==> src/hdl/csr_pkg.sv <==
// Shared CSR word types, address map, reset values, port structs and trap FSM states
package csr_pkg;

  typedef logic [63:0] xlen_t;     // Machine word
  typedef logic [11:0] csr_addr_t; // CSR address

  // Instruction kinds after decode with immediate forms already resolved
  typedef enum logic [1:0] {
    csr_rw = 2'd0,
    csr_rs = 2'd1,
    csr_rc = 2'd2
  } csr_op_e;

  // Machine CSR address map
  localparam csr_addr_t addr_mstatus   = 12'h300;
  localparam csr_addr_t addr_misa      = 12'h301;
  localparam csr_addr_t addr_mie       = 12'h304;
  localparam csr_addr_t addr_mtvec     = 12'h305;
  localparam csr_addr_t addr_mscratch  = 12'h340;
  localparam csr_addr_t addr_mepc      = 12'h341;
  localparam csr_addr_t addr_mcause    = 12'h342;
  localparam csr_addr_t addr_mtval     = 12'h343;
  localparam csr_addr_t addr_mip       = 12'h344;
  localparam csr_addr_t addr_mcycle    = 12'hb00;
  localparam csr_addr_t addr_mvendorid = 12'hf11;
  localparam csr_addr_t addr_marchid   = 12'hf12;
  localparam csr_addr_t addr_mimpid    = 12'hf13;
  localparam csr_addr_t addr_mhartid   = 12'hf14;

  localparam xlen_t misa_value    = 64'h8000_0000_0000_0100; // MXL=2 with the I extension
  localparam xlen_t mstatus_reset = 64'h0000_0000_0000_1800; // MPP = machine

  // mstatus fields
  localparam int mstatus_mie_bit  = 3;
  localparam int mstatus_mpie_bit = 7;
  localparam int mstatus_mpp_hi   = 12;
  localparam int mstatus_mpp_lo   = 11;

  // mip and mie bits double as the interrupt cause codes
  localparam int mip_msip_bit = 3;
  localparam int mip_mtip_bit = 7;
  localparam int mip_meip_bit = 11;

  localparam xlen_t irq_cause_flag = 64'h8000_0000_0000_0000;

  // CSR instruction from the decoder
  typedef struct packed {
    logic      valid;
    csr_op_e   op;
    csr_addr_t addr;
    xlen_t     src;   // rs1 value
  } csr_req_t;

  typedef struct packed {
    logic  valid;
    logic  illegal;
    xlen_t rdata;     // Value before the write
  } csr_resp_t;

  // Exception or mret from the pipeline
  typedef struct packed {
    logic  valid;
    logic  mret;
    xlen_t cause;
    xlen_t epc;
    xlen_t tval;
  } trap_req_t;

  // Retiring instruction that opens the window for an interrupt
  typedef struct packed {
    logic  valid;
    xlen_t pc;
  } retire_t;

  typedef struct packed {
    logic  valid;
    xlen_t target;
  } redirect_t;

  typedef enum logic {
    trap_idle     = 1'b0,
    trap_redirect = 1'b1
  } trap_state_e;

endpackage
==> src/hdl/csr_unit_top.sv <==
// CSR subsystem top joining the instruction unit, trap controller and CSR file
`timescale 1ns/1ns

module csr_unit_top import csr_pkg::*; (
  input  logic      clk,
  input  logic      rst,
  input  csr_req_t  csr_req,
  output csr_resp_t csr_resp,
  input  trap_req_t trap_req,
  input  retire_t   retire,
  input  logic      irq_msip,
  input  logic      irq_mtip,
  input  logic      irq_meip,
  output redirect_t redirect
);

  csr_addr_t rd_addr;
  xlen_t     rd_data;
  logic      rd_illegal;
  logic      wr_en;
  csr_addr_t wr_addr;
  xlen_t     wr_data;
  logic      block_wr;

  logic      trap_we;
  logic      mret_we;
  xlen_t     mstatus_next, mepc_next, mcause_next, mtval_next;
  xlen_t     mstatus, mie, mip, mtvec, mepc;

  csr_op_unit u_csr_op_unit (
    .csr_req    (csr_req),
    .csr_resp   (csr_resp),
    .block_wr   (block_wr),
    .rd_addr    (rd_addr),
    .rd_data    (rd_data),
    .rd_illegal (rd_illegal),
    .wr_en      (wr_en),
    .wr_addr    (wr_addr),
    .wr_data    (wr_data)
  );

  trap_ctrl u_trap_ctrl (
    .clk          (clk),
    .rst          (rst),
    .trap_req     (trap_req),
    .retire       (retire),
    .mstatus      (mstatus),
    .mie          (mie),
    .mip          (mip),
    .mtvec        (mtvec),
    .mepc         (mepc),
    .trap_we      (trap_we),
    .mret_we      (mret_we),
    .mstatus_next (mstatus_next),
    .mepc_next    (mepc_next),
    .mcause_next  (mcause_next),
    .mtval_next   (mtval_next),
    .block_wr     (block_wr),
    .redirect     (redirect)
  );

  csr_file u_csr_file (
    .clk          (clk),
    .rst          (rst),
    .irq_msip     (irq_msip),
    .irq_mtip     (irq_mtip),
    .irq_meip     (irq_meip),
    .rd_addr      (rd_addr),
    .rd_data      (rd_data),
    .rd_illegal   (rd_illegal),
    .wr_en        (wr_en),
    .wr_addr      (wr_addr),
    .wr_data      (wr_data),
    .trap_we      (trap_we),
    .mret_we      (mret_we),
    .mstatus_next (mstatus_next),
    .mepc_next    (mepc_next),
    .mcause_next  (mcause_next),
    .mtval_next   (mtval_next),
    .mstatus      (mstatus),
    .mie          (mie),
    .mip          (mip),
    .mtvec        (mtvec),
    .mepc         (mepc)
  );

endmodule

==> src/hdl/trap_ctrl.sv <==
// Exception, mret and interrupt sequencing with trap CSR values and registered redirect
`timescale 1ns/1ns

module trap_ctrl import csr_pkg::*; (
  input  logic      clk,
  input  logic      rst,
  input  trap_req_t trap_req,
  input  retire_t   retire,

  // Current CSR state
  input  xlen_t     mstatus,
  input  xlen_t     mie,
  input  xlen_t     mip,
  input  xlen_t     mtvec,
  input  xlen_t     mepc,

  // CSR file update
  output logic      trap_we,
  output logic      mret_we,
  output xlen_t     mstatus_next,
  output xlen_t     mepc_next,
  output xlen_t     mcause_next,
  output xlen_t     mtval_next,

  output logic      block_wr,
  output redirect_t redirect
);

  trap_state_e state, state_next;
  xlen_t       target_d;
  xlen_t       target_q;
  xlen_t       irq_pend;
  xlen_t       irq_code;
  xlen_t       tvec_base;
  logic        take_exc;
  logic        take_mret;
  logic        take_irq;
  logic        event_any;

  assign irq_pend = mie & mip;

  assign take_exc  = trap_req.valid && !trap_req.mret;
  assign take_mret = trap_req.valid && trap_req.mret;
  assign take_irq  = retire.valid && !trap_req.valid &&
                     mstatus[mstatus_mie_bit] && (irq_pend != '0);
  assign event_any = trap_req.valid || take_irq;

  // Fixed priority MEI > MSI > MTI with codes equal to the mip bit positions
  always_comb begin
    if (irq_pend[mip_meip_bit]) begin
      irq_code = xlen_t'(mip_meip_bit);
    end else if (irq_pend[mip_msip_bit]) begin
      irq_code = xlen_t'(mip_msip_bit);
    end else begin
      irq_code = xlen_t'(mip_mtip_bit);
    end
  end

  always_comb begin
    mstatus_next = mstatus;
    if (take_mret) begin
      mstatus_next[mstatus_mie_bit]  = mstatus[mstatus_mpie_bit];
      mstatus_next[mstatus_mpie_bit] = 1'b1;
    end else begin
      // Trap entry stacks MIE and stays in machine mode
      mstatus_next[mstatus_mpie_bit] = mstatus[mstatus_mie_bit];
      mstatus_next[mstatus_mie_bit]  = 1'b0;
      mstatus_next[mstatus_mpp_hi:mstatus_mpp_lo] = 2'b11;
    end
  end

  assign trap_we  = take_exc || take_irq;
  assign mret_we  = take_mret;
  assign block_wr = event_any;  // CSR instruction write has lowest priority

  assign mepc_next   = take_exc ? trap_req.epc : retire.pc;
  assign mcause_next = take_exc ? trap_req.cause : (irq_cause_flag | irq_code);
  assign mtval_next  = take_exc ? trap_req.tval : '0;

  assign tvec_base = {mtvec[63:2], 2'b00};

  always_comb begin
    if (take_mret) begin
      target_d = mepc;
    end else if (take_irq && mtvec[0]) begin
      target_d = tvec_base + (irq_code << 2);  // Vectored mode
    end else begin
      target_d = tvec_base;
    end
  end

  // Redirect state follows each accepted event for one cycle
  assign state_next = event_any ? trap_redirect : trap_idle;

  always_ff @(posedge clk) begin
    if (rst) begin
      state <= trap_idle;
    end else begin
      state <= state_next;
    end
  end

  always_ff @(posedge clk) begin
    if (event_any) target_q <= target_d;
  end

  assign redirect.valid  = (state == trap_redirect);
  assign redirect.target = target_q;

endmodule

==> src/hdl/csr_op_unit.sv <==
// CSRRW / CSRRS / CSRRC read-modify-write and illegal access check
`timescale 1ns/1ns

module csr_op_unit import csr_pkg::*; (
  input  csr_req_t  csr_req,
  output csr_resp_t csr_resp,
  input  logic      block_wr,   // Trap or interrupt owns this cycle

  // CSR file read port
  output csr_addr_t rd_addr,
  input  xlen_t     rd_data,
  input  logic      rd_illegal,

  // CSR file write port
  output logic      wr_en,
  output csr_addr_t wr_addr,
  output xlen_t     wr_data
);

  xlen_t new_val;
  logic  writes_reg;
  logic  read_only;
  logic  illegal;

  assign rd_addr = csr_req.addr;

  always_comb begin
    case (csr_req.op)
      csr_rs:  new_val = rd_data | csr_req.src;
      csr_rc:  new_val = rd_data & ~csr_req.src;
      default: new_val = csr_req.src;
    endcase
  end

  // Set and clear with a zero mask are pure reads
  assign writes_reg = (csr_req.op == csr_rw) || (csr_req.src != '0);

  // Top two address bits 11 mark read-only and misa is fixed in this core
  assign read_only = (&csr_req.addr[11:10]) || (csr_req.addr == addr_misa);

  assign illegal = rd_illegal || (writes_reg && read_only);

  assign csr_resp.valid   = csr_req.valid;
  assign csr_resp.illegal = csr_req.valid && illegal;
  assign csr_resp.rdata   = rd_data;     // Old value even when the write is blocked

  assign wr_en   = csr_req.valid && !illegal && !block_wr && writes_reg;
  assign wr_addr = csr_req.addr;
  assign wr_data = new_val;

endmodule

==> src/hdl/csr_file.sv <==
// Machine CSR storage, one-hot read multiplexer, address decode and mcycle counter
`timescale 1ns/1ns

module csr_file import csr_pkg::*; (
  input  logic      clk,
  input  logic      rst,

  // External interrupt lines
  input  logic      irq_msip,
  input  logic      irq_mtip,
  input  logic      irq_meip,

  // Combinational read port
  input  csr_addr_t rd_addr,
  output xlen_t     rd_data,
  output logic      rd_illegal,

  // Software write port that takes effect on the next edge
  input  logic      wr_en,
  input  csr_addr_t wr_addr,
  input  xlen_t     wr_data,

  // Trap update paths
  input  logic      trap_we,
  input  logic      mret_we,
  input  xlen_t     mstatus_next,
  input  xlen_t     mepc_next,
  input  xlen_t     mcause_next,
  input  xlen_t     mtval_next,

  output xlen_t     mstatus,
  output xlen_t     mie,
  output xlen_t     mip,
  output xlen_t     mtvec,
  output xlen_t     mepc
);

  xlen_t mscratch;
  xlen_t mcause;
  xlen_t mtval;
  xlen_t mcycle;

  // Read address decode
  logic sel_mstatus, sel_misa, sel_mie, sel_mtvec, sel_mscratch;
  logic sel_mepc, sel_mcause, sel_mtval, sel_mip, sel_mcycle;
  logic sel_ident;

  assign sel_mstatus  = (rd_addr == addr_mstatus);
  assign sel_misa     = (rd_addr == addr_misa);
  assign sel_mie      = (rd_addr == addr_mie);
  assign sel_mtvec    = (rd_addr == addr_mtvec);
  assign sel_mscratch = (rd_addr == addr_mscratch);
  assign sel_mepc     = (rd_addr == addr_mepc);
  assign sel_mcause   = (rd_addr == addr_mcause);
  assign sel_mtval    = (rd_addr == addr_mtval);
  assign sel_mip      = (rd_addr == addr_mip);
  assign sel_mcycle   = (rd_addr == addr_mcycle);

  // Vendor, arch, impl and hart IDs all read as zero
  assign sel_ident = (rd_addr == addr_mvendorid) || (rd_addr == addr_marchid) ||
                     (rd_addr == addr_mimpid)    || (rd_addr == addr_mhartid);

  assign rd_illegal = !(sel_mstatus || sel_misa  || sel_mie    || sel_mtvec ||
                        sel_mscratch || sel_mepc || sel_mcause || sel_mtval ||
                        sel_mip      || sel_mcycle || sel_ident);

  assign rd_data = ({64{sel_mstatus}}  & mstatus)
                 | ({64{sel_misa}}     & misa_value)
                 | ({64{sel_mie}}      & mie)
                 | ({64{sel_mtvec}}    & mtvec)
                 | ({64{sel_mscratch}} & mscratch)
                 | ({64{sel_mepc}}     & mepc)
                 | ({64{sel_mcause}}   & mcause)
                 | ({64{sel_mtval}}    & mtval)
                 | ({64{sel_mip}}      & mip)
                 | ({64{sel_mcycle}}   & mcycle);

  // Write strobes
  logic wr_mstatus, wr_mie, wr_mtvec, wr_mscratch;
  logic wr_mepc, wr_mcause, wr_mtval, wr_mcycle;

  assign wr_mstatus  = wr_en && (wr_addr == addr_mstatus);
  assign wr_mie      = wr_en && (wr_addr == addr_mie);
  assign wr_mtvec    = wr_en && (wr_addr == addr_mtvec);
  assign wr_mscratch = wr_en && (wr_addr == addr_mscratch);
  assign wr_mepc     = wr_en && (wr_addr == addr_mepc);
  assign wr_mcause   = wr_en && (wr_addr == addr_mcause);
  assign wr_mtval    = wr_en && (wr_addr == addr_mtval);
  assign wr_mcycle   = wr_en && (wr_addr == addr_mcycle);

  always_ff @(posedge clk) begin
    if (rst) begin
      mstatus <= mstatus_reset;
    end else if (trap_we || mret_we) begin  // Trap paths win over software
      mstatus <= mstatus_next;
    end else if (wr_mstatus) begin
      mstatus <= wr_data;
    end
  end

  always_ff @(posedge clk) begin
    if (rst) begin
      mie      <= '0;
      mtvec    <= '0;
      mscratch <= '0;
    end else begin
      if (wr_mie) mie <= wr_data;
      if (wr_mtvec) mtvec <= {wr_data[63:2], 1'b0, wr_data[0]}; // Modes 0 and 1 only
      if (wr_mscratch) mscratch <= wr_data;
    end
  end

  // mepc, mcause and mtval load together on trap entry
  always_ff @(posedge clk) begin
    if (rst) begin
      mepc   <= '0;
      mcause <= '0;
      mtval  <= '0;
    end else if (trap_we) begin
      mepc   <= mepc_next;
      mcause <= mcause_next;
      mtval  <= mtval_next;
    end else begin
      if (wr_mepc) mepc <= wr_data;
      if (wr_mcause) mcause <= wr_data;
      if (wr_mtval) mtval <= wr_data;
    end
  end

  // Pending bits track the lines and ignore software writes
  always_ff @(posedge clk) begin
    if (rst) begin
      mip <= '0;
    end else begin
      mip               <= '0;
      mip[mip_msip_bit] <= irq_msip;
      mip[mip_mtip_bit] <= irq_mtip;
      mip[mip_meip_bit] <= irq_meip;
    end
  end

  always_ff @(posedge clk) begin
    if (rst) begin
      mcycle <= '0;
    end else if (wr_mcycle) begin
      mcycle <= wr_data;
    end else begin
      mcycle <= mcycle + 64'd1;
    end
  end

endmodule

==> config.mk <==
export PLATFORM = sky130hd
export DESIGN_NAME = csr_unit_top
export DESIGN_NICKNAME = d
export VERILOG_FILES = /design/src/hdl/csr_pkg.sv /design/src/hdl/csr_unit_top.sv /design/src/hdl/trap_ctrl.sv /design/src/hdl/csr_op_unit.sv /design/src/hdl/csr_file.sv
export SDC_FILE = /design/constraint.sdc
export NUM_CORES = 2
export LEC_CHECK = 0
export BUFFER_PORTS_ARGS = -buffer_cell sky130_fd_sc_hd__buf_2
export CAP_MARGIN = 30
export CORE_MARGIN = 2
export CORE_UTILIZATION = 45
export CTS_BUF_LIST = sky130_fd_sc_hd__clkbuf_8
export DETAILED_ROUTE_END_ITERATION = 10
export PLACE_DENSITY = 0.66
export SLEW_MARGIN = 40
export SYNTH_ARGS = -nofsm -noshare
export SYNTH_HDL_FRONTEND = slang
export SYNTH_SLANG_ARGS = --single-unit
==> constraint.sdc <==
create_clock -name clk -period 4.24 [get_ports clk]
set_clock_uncertainty 0.2 [all_clocks]
set_input_delay 0.212 -clock clk [delete_from_list [all_inputs] [get_ports clk]]
set_output_delay 0.212 -clock clk [all_outputs]
set_load 0.01 [all_outputs]
Word level (Yosys, flattened, before mapping)
Index checks and enable logic that the tools add are counted.
{"block": "totals", "latch_bits": 0, "out_inout_bits": 131, "ramBits": 0, "mem_bits_ro": 0, "input_bits": 343, "mem_count": 0, "regBits": 640, "wordCells": 130}
{"block": "classes", "n_mux": 21, "magnitude_cmp": 0, "add_sub_neg": 2, "n_reduce_logical": 53, "n_mul": 0, "bitwise": 23, "shift": 0, "n_div": 0, "n_eq_ne": 17}
{"cell": "$mux W64", "n": 12}
{"cell": "$and A64 B64 Y64", "n": 11}
{"cell": "$or A64 B64 Y64", "n": 10}
{"cell": "$pmux W64 S2", "n": 1}
{"cell": "$reduce_bool A64 Y1", "n": 2}
{"cell": "$eq A12 B10 Y1 const B", "n": 9}
{"cell": "$add A64 B1 Y64 const B", "n": 1}
{"cell": "$add A64 B64 Y64", "n": 1}
{"cell": "$not A64 Y64", "n": 1}
{"cell": "$eq A12 B12 Y1 const B", "n": 5}
{"cell": "$mux W13", "n": 2}
{"cell": "$logic_and A1 B1 Y1", "n": 19}
{"cell": "$logic_or A1 B1 Y1", "n": 19}
{"cell": "$reduce_bool A2 Y1", "n": 4}
{"cell": "$reduce_and A2 Y1", "n": 3}
{"cell": "$logic_not A1 Y1", "n": 5}
{"cell": "$mux W4", "n": 1}
{"cell": "$mux W1", "n": 3}
{"cell": "$mux W3", "n": 1}
{"cell": "$eq A2 B1 Y1 const B", "n": 1}
{"cell": "$eq A2 B2 Y1 const B", "n": 1}
{"cell": "$logic_not A2 Y1", "n": 1}
{"cell": "$mux W2", "n": 1}
{"cell": "$ne A2 B2 Y1 const B", "n": 1}
{"cell": "$not A1 Y1", "n": 1}

Longest topological paths before layout
{"block": "logic_depth", "word_depth": 20, "ltp_mapped": 12, "ltp_nobuf": 10}

By module
From an unflattened synthesis, not the netlist that was laid out.
{"block": "unflattened", "hier_cells": 4029, "hier_area_um2": 34498.1}
{"mod": "csr_file", "seq_area_each_um2": 10289.9, "area_per_inst_um2": 25727.2, "cells_each": 2928, "instances": 1}
{"mod": "trap_ctrl", "seq_area_each_um2": 1941.9, "area_per_inst_um2": 6676.4, "cells_each": 758, "instances": 1}
{"mod": "csr_op_unit", "seq_area_each_um2": 0.0, "area_per_inst_um2": 2094.5, "cells_each": 343, "instances": 1}

Least setup slack after synthesis
No wires, ideal clock.
{"block": "synth_path", "kind": "input to register", "from": "input port trap_req[193] in the netlist's numbering", "to": "register u_trap_ctrl.target_q[0] (enable)", "n_path_buf": 2, "required_ns": 3.622, "setup_ns": 0.418, "arrival_time_ns": 2.521, "stages": 6, "setup_slack_ns": 1.101, "path_cell_list": "clkbuf_1 > nand3b_1 > nor2_1 > clkbuf_1 > nor2_1 > inv_1"}
{"block": "synth_between", "elab_chain_cells": 5}
{"item": "from (decl)", "line": "csr_unit_top.sv:9", "source": "input trap_req_t trap_req,"}
{"item": "$logic_not A1 Y1", "line": "trap_ctrl.sv:44", "source": "assign take_irq = retire.valid && !trap_req.valid &&"}
{"item": "$logic_and A1 B1 Y1 (2 in a row)", "line": "trap_ctrl.sv:44"}
{"item": "$logic_and A1 B1 Y1", "line": "trap_ctrl.sv:45", "source": "mstatus[mstatus_mie_bit] && (irq_pend != '0);"}
{"item": "$logic_or A1 B1 Y1 (*)", "line": "trap_ctrl.sv:46", "source": "assign event_any = trap_req.valid || take_irq;"}
{"item": "net block_wr", "line": "csr_unit_top.sv:23", "source": "logic block_wr;"}
{"item": "to (signal assigned)", "line": "trap_ctrl.sv:104", "source": "if (event_any) target_q <= target_d;"}
{"item": "to (decl)", "line": "trap_ctrl.sv:31", "source": "xlen_t target_q;"}
Mark *: on every way through the listed nets, which the timed path passes. The rest lies on a longest branch.
A chain may end at the register's enable or synchronous reset.

Worst setup path in the final report
{"block": "layout_path", "from": "input port csr_req[68] in the netlist's numbering", "to": "register u_csr_file.mtval[24]"}
{"block": "layout_between", "elab_chain_cells": 19, "elab_cells_between_ends": 60, "cone_classes": "eq/ne: 14; mux: 3; bitwise: 20; reduce/logical: 23"}
{"item": "from (decl)", "line": "csr_unit_top.sv:7", "source": "input csr_req_t csr_req,"}
{"item": "parallel branches: the longest is 19 deep, another holds $and A64 B64 Y64"}
{"item": "to (signal assigned)", "line": "csr_file.sv:122", "source": "mtval <= mtval_next;"}
{"item": "to (signal assigned)", "line": "csr_file.sv:126", "source": "if (wr_mtval) mtval <= wr_data;"}
{"item": "to (decl)", "line": "csr_file.sv:40", "source": "xlen_t mtval;"}
Parallel ways; which one is timed is not known. The select of a mux whose other input is x is not followed.

==> results by group <==
Clocking
  – Post-CTS Resized: 0
  – Total CTS buffers: 103
  – Clock root cell: clkbuf_8
  – Clock Sinks: 579
  – Clock Tree Buf Depth: 3
  – Clock-pin transition on the worst setup and hold timing paths: 0.06 ns
  – Clock Latency Late Sink: 0.76 ns
  – CTS tree: built
  – # H-tree levels: 3

Floorplan
  – DIE HEIGHT: 277 um
  – Die area: 76,500 um^2
  – Starting Density: 45.7%
  – IO Count: 474
  – Row count: 99
  – Core ar.: 73,200 um^2
  – Die width: 277 um

Power
  – Highest ir drop seen on vdd: 0.000216 V
  – P_leak: 16.3 nW
  – Cell Pwr Density: 311 nW/um^2

STA
  – Slew margin rel.: 36.5%
  – Final Max Tran Viols: 0
  – Fmax: 239 MHz
  – Final Cycle Share: 98.8%
  – Final WS setup: 0.0510 ns
  – Final Hold Violating Endpoints: 0
  – Finish-stage setup viols: 0
  – RSZ-0062 raised after global routing: false
  – Setup total negative slack: 0 ns
  – Final Critical Period: 4.19 ns
  – Hold_ws: 0.0380 ns
  – Slew @ Worst Pin: 0.953 ns

Setup path
  – R2R cell count: 9
  – FF-to-FF Start: u_csr_file.mip[3]
  – Startpoint Class: input pin
  – Worst path required time: 4.66 ns
  – R2r setup slk: 0.07 ns
  – Crit path max fanout: 34
  – Reg2reg end: u_csr_file.mtval[24]
  – Critical path class: input pin to flip-flop
  – Worst Path Arrival: 4.61 ns
  – Crit end category: flip-flop

Finish
  – P&R area growth vs syn: 30.4%
  – Commonest non-fill, non-tap cell in the layout: nand2_1
  – Area occupied by multi-input gates: 19,300 um^2
  – Layout cell share with drive strength beyond 1: 17.6%
  – # nets final: 5,347
  – Register Area: 12,200 um^2
  – Design area: 43,600 um^2
  – Fillers: 6,479
  – Most frequent cells in the layout: nand2_1, dfxtp_1, buf_2

Min path
  – Hold Path Depth: 3
  – Hold Path Origin: trap_req[97]
  – Min-Delay Path Class: input pin to flip-flop
  – Hold Path End: u_csr_file.mepc[33]

Global routing
  – Vias in the first global route: 38,500
  – Gr ovfl total: 0
  – Largest net degree at the start of global routing: 165
  – GR Util All Layers: 42.0%
  – Initial antenna violation count: 15
  – First-pass GRT wire length: 246,000 um

Synth
  – Post-Synthesis Cell Area: 33,400 um^2
  – Syn Area/Cell: 7.85 um^2
  – Ys Warns: 0
  – Area leader, netlist: dfxtp_1
  – Async set-reset flop share out of synthesis: 0%
  – Count of cell types in the netlist: 88
  – Synth top area share: 30.8%
  – Synth area leaders: dfxtp_1, nand2_1, edfxtp_1
  – Cells after Synth: 4,260
  – Syn Nets: 4,610
  – Primary FF master, synth: dfxtp_1
  – Synth Register Bits: 579
  – Seq/Total Area, Yosys: 36.6%
  – Post-synth EDFFs: 64

Drt
  – WL final: 169,000 um
  – Via count: 40,800
  – Antenna Nets Post-Route: 0
  – Initial DRT Pass Iterations: 9
  – Via density: 6.74
  – DR WL/cell: 28.0 um
  – 1st-iter DRT viols: 5,825
  – Post-route DRC: 0

Status
  – Run status: finished, final reports clean

Placement
  – Gpl congestion: 0.994
  – Placed cell area: 36,900 um^2
  – Place WS: 0.519 ns
  – Dpl hpwl: 106,000 um
  – Buffers on Ports: 473

Run
  – Max Cap Viol: 0
==> cell families (layout without fill, tap and decap cells) <==
group | Yosys count | in the layout | share of synthesized area, %
buf+inv | 512 | 1335 | 6.24
flops | 579 | 579 | 36.6
mux | 143 | 143 | 4.36
simple gates | 1288 | 1288 | 17.9
other cells | 0 | 7 | 0
fa+ha+maj | 8 | 8 | 0.292
xor+xnor | 103 | 103 | 2.70
compound gates | 1627 | 1627 | 31.9
==> critical path, stage by stage <==
cell and delay (ns):
dlygate4sd3_1 0.59, buf_2 0.18, or4b_1 0.61, or2_4 0.38, nor4_1 0.30, a21boi_4 0.66
nand2b_2 0.25, buf_4 0.54, a31oi_1 0.21, dlygate4sd3_1 0.64
==> Yosys cell counts, types with 14 or more instances <==
master,count
inv_1,56
mux2i_1,132
xor2_1,52
nor2_1,153
nand4_1,37
clkbuf_1,289
a21oi_1,381
o31ai_1,143
and2_1,27
a21oi_2,15
a22oi_1,76
nor3_1,102
buf_1,50
o22ai_1,53
buf_2,108
dfxtp_1,515
a22o_1,24
a31oi_1,194
a221oi_1,34
o211ai_1,254
or3_1,16
nand2_1,613
and3_1,16
or3b_2,14
a211oi_1,89
o21ai_0,198
edfxtp_1,64
nand3_1,177
a32oi_1,33
nor4_1,62
o21ai_1,50
xnor2_1,51
==> registers in the layout, indices dropped and copies added (netlist names) <==
name / count
u_csr_file.mcause: 64
u_csr_file.mcycle: 64
u_csr_file.mepc: 64
u_csr_file.mie: 64
u_csr_file.mip: 3
u_csr_file.mscratch: 64
u_csr_file.mstatus: 64
u_csr_file.mtval: 64
u_csr_file.mtvec: 63
u_trap_ctrl.state: 1
u_trap_ctrl.target_q: 64
==> power by group <==
group          total [mW]  leakage (nW)  switching (mW)  internal [mW]
logic                2.28          10.2            1.40          0.886
registers            5.81          4.85           0.109           5.70
clock network        5.48          1.23            2.61           2.86
total                13.6          16.3            4.12           9.45
==> layout make-up <==
class / count / share of cell area (%)
timing repair buffer: 1087 / 19.4
sequential: 579 / 28.0
inverter: 57 / 0.516
antenna: 7 / 0.0402
multi-input combinational: 3169 / 44.4
tap: 959 / 2.75
clock buffer: 129 / 4.07
clock inverter: 62 / 0.772
==> per-stage QoR <==
stage,utilization (%),total power [mW],instances
finish,59.6,13.6,6049
global route,59.6,13.9,6046
CTS,59.5,13.4,6041
detailed placement,50.4,7.67,5392
global placement,50.2,7.65,5386
floorplan,-,6.85,4260
==> worst max-delay path by stage <==
stage               cells after the start                       to           from  slack (ns)
floorplan                               6  u_trap_ctrl.target_q[0]  trap_req[193]        1.10
global placement                        8     u_csr_file.mtval[44]    csr_req[75]        0.58
detailed placement                      8     u_csr_file.mtval[35]    csr_req[75]        0.52
CTS                                    10     u_csr_file.mtval[31]    csr_req[68]        0.31
global route                           10     u_csr_file.mtval[24]    csr_req[68]        0.04
finish                                 10     u_csr_file.mtval[24]    csr_req[68]        0.05
==> timing repair <==
item / 4_1_cts / 5_1_grt
endpoints found under the hold margin: 508 / 0
hold buffers: 458 / 0
setup buffers: 0 / 0
==> routing by layer <==
| layer | wire, um | vias to the layer above | share of wire, % | GRT usage, % |
|---|---|---|---|---|
| li1 | - | 17500 | - | - |
| met1 | 62000 | 19200 | 37 | 53.0 |
| met5 | 46 | - | 0.027 | 0 |
| met3 | 24400 | 726 | 14 | 13.2 |
| met2 | 70700 | 3386 | 42 | 61.9 |
| met4 | 12100 | 8 | 7.1 | 26.8 |
Power figures use the tool's default switching activity.
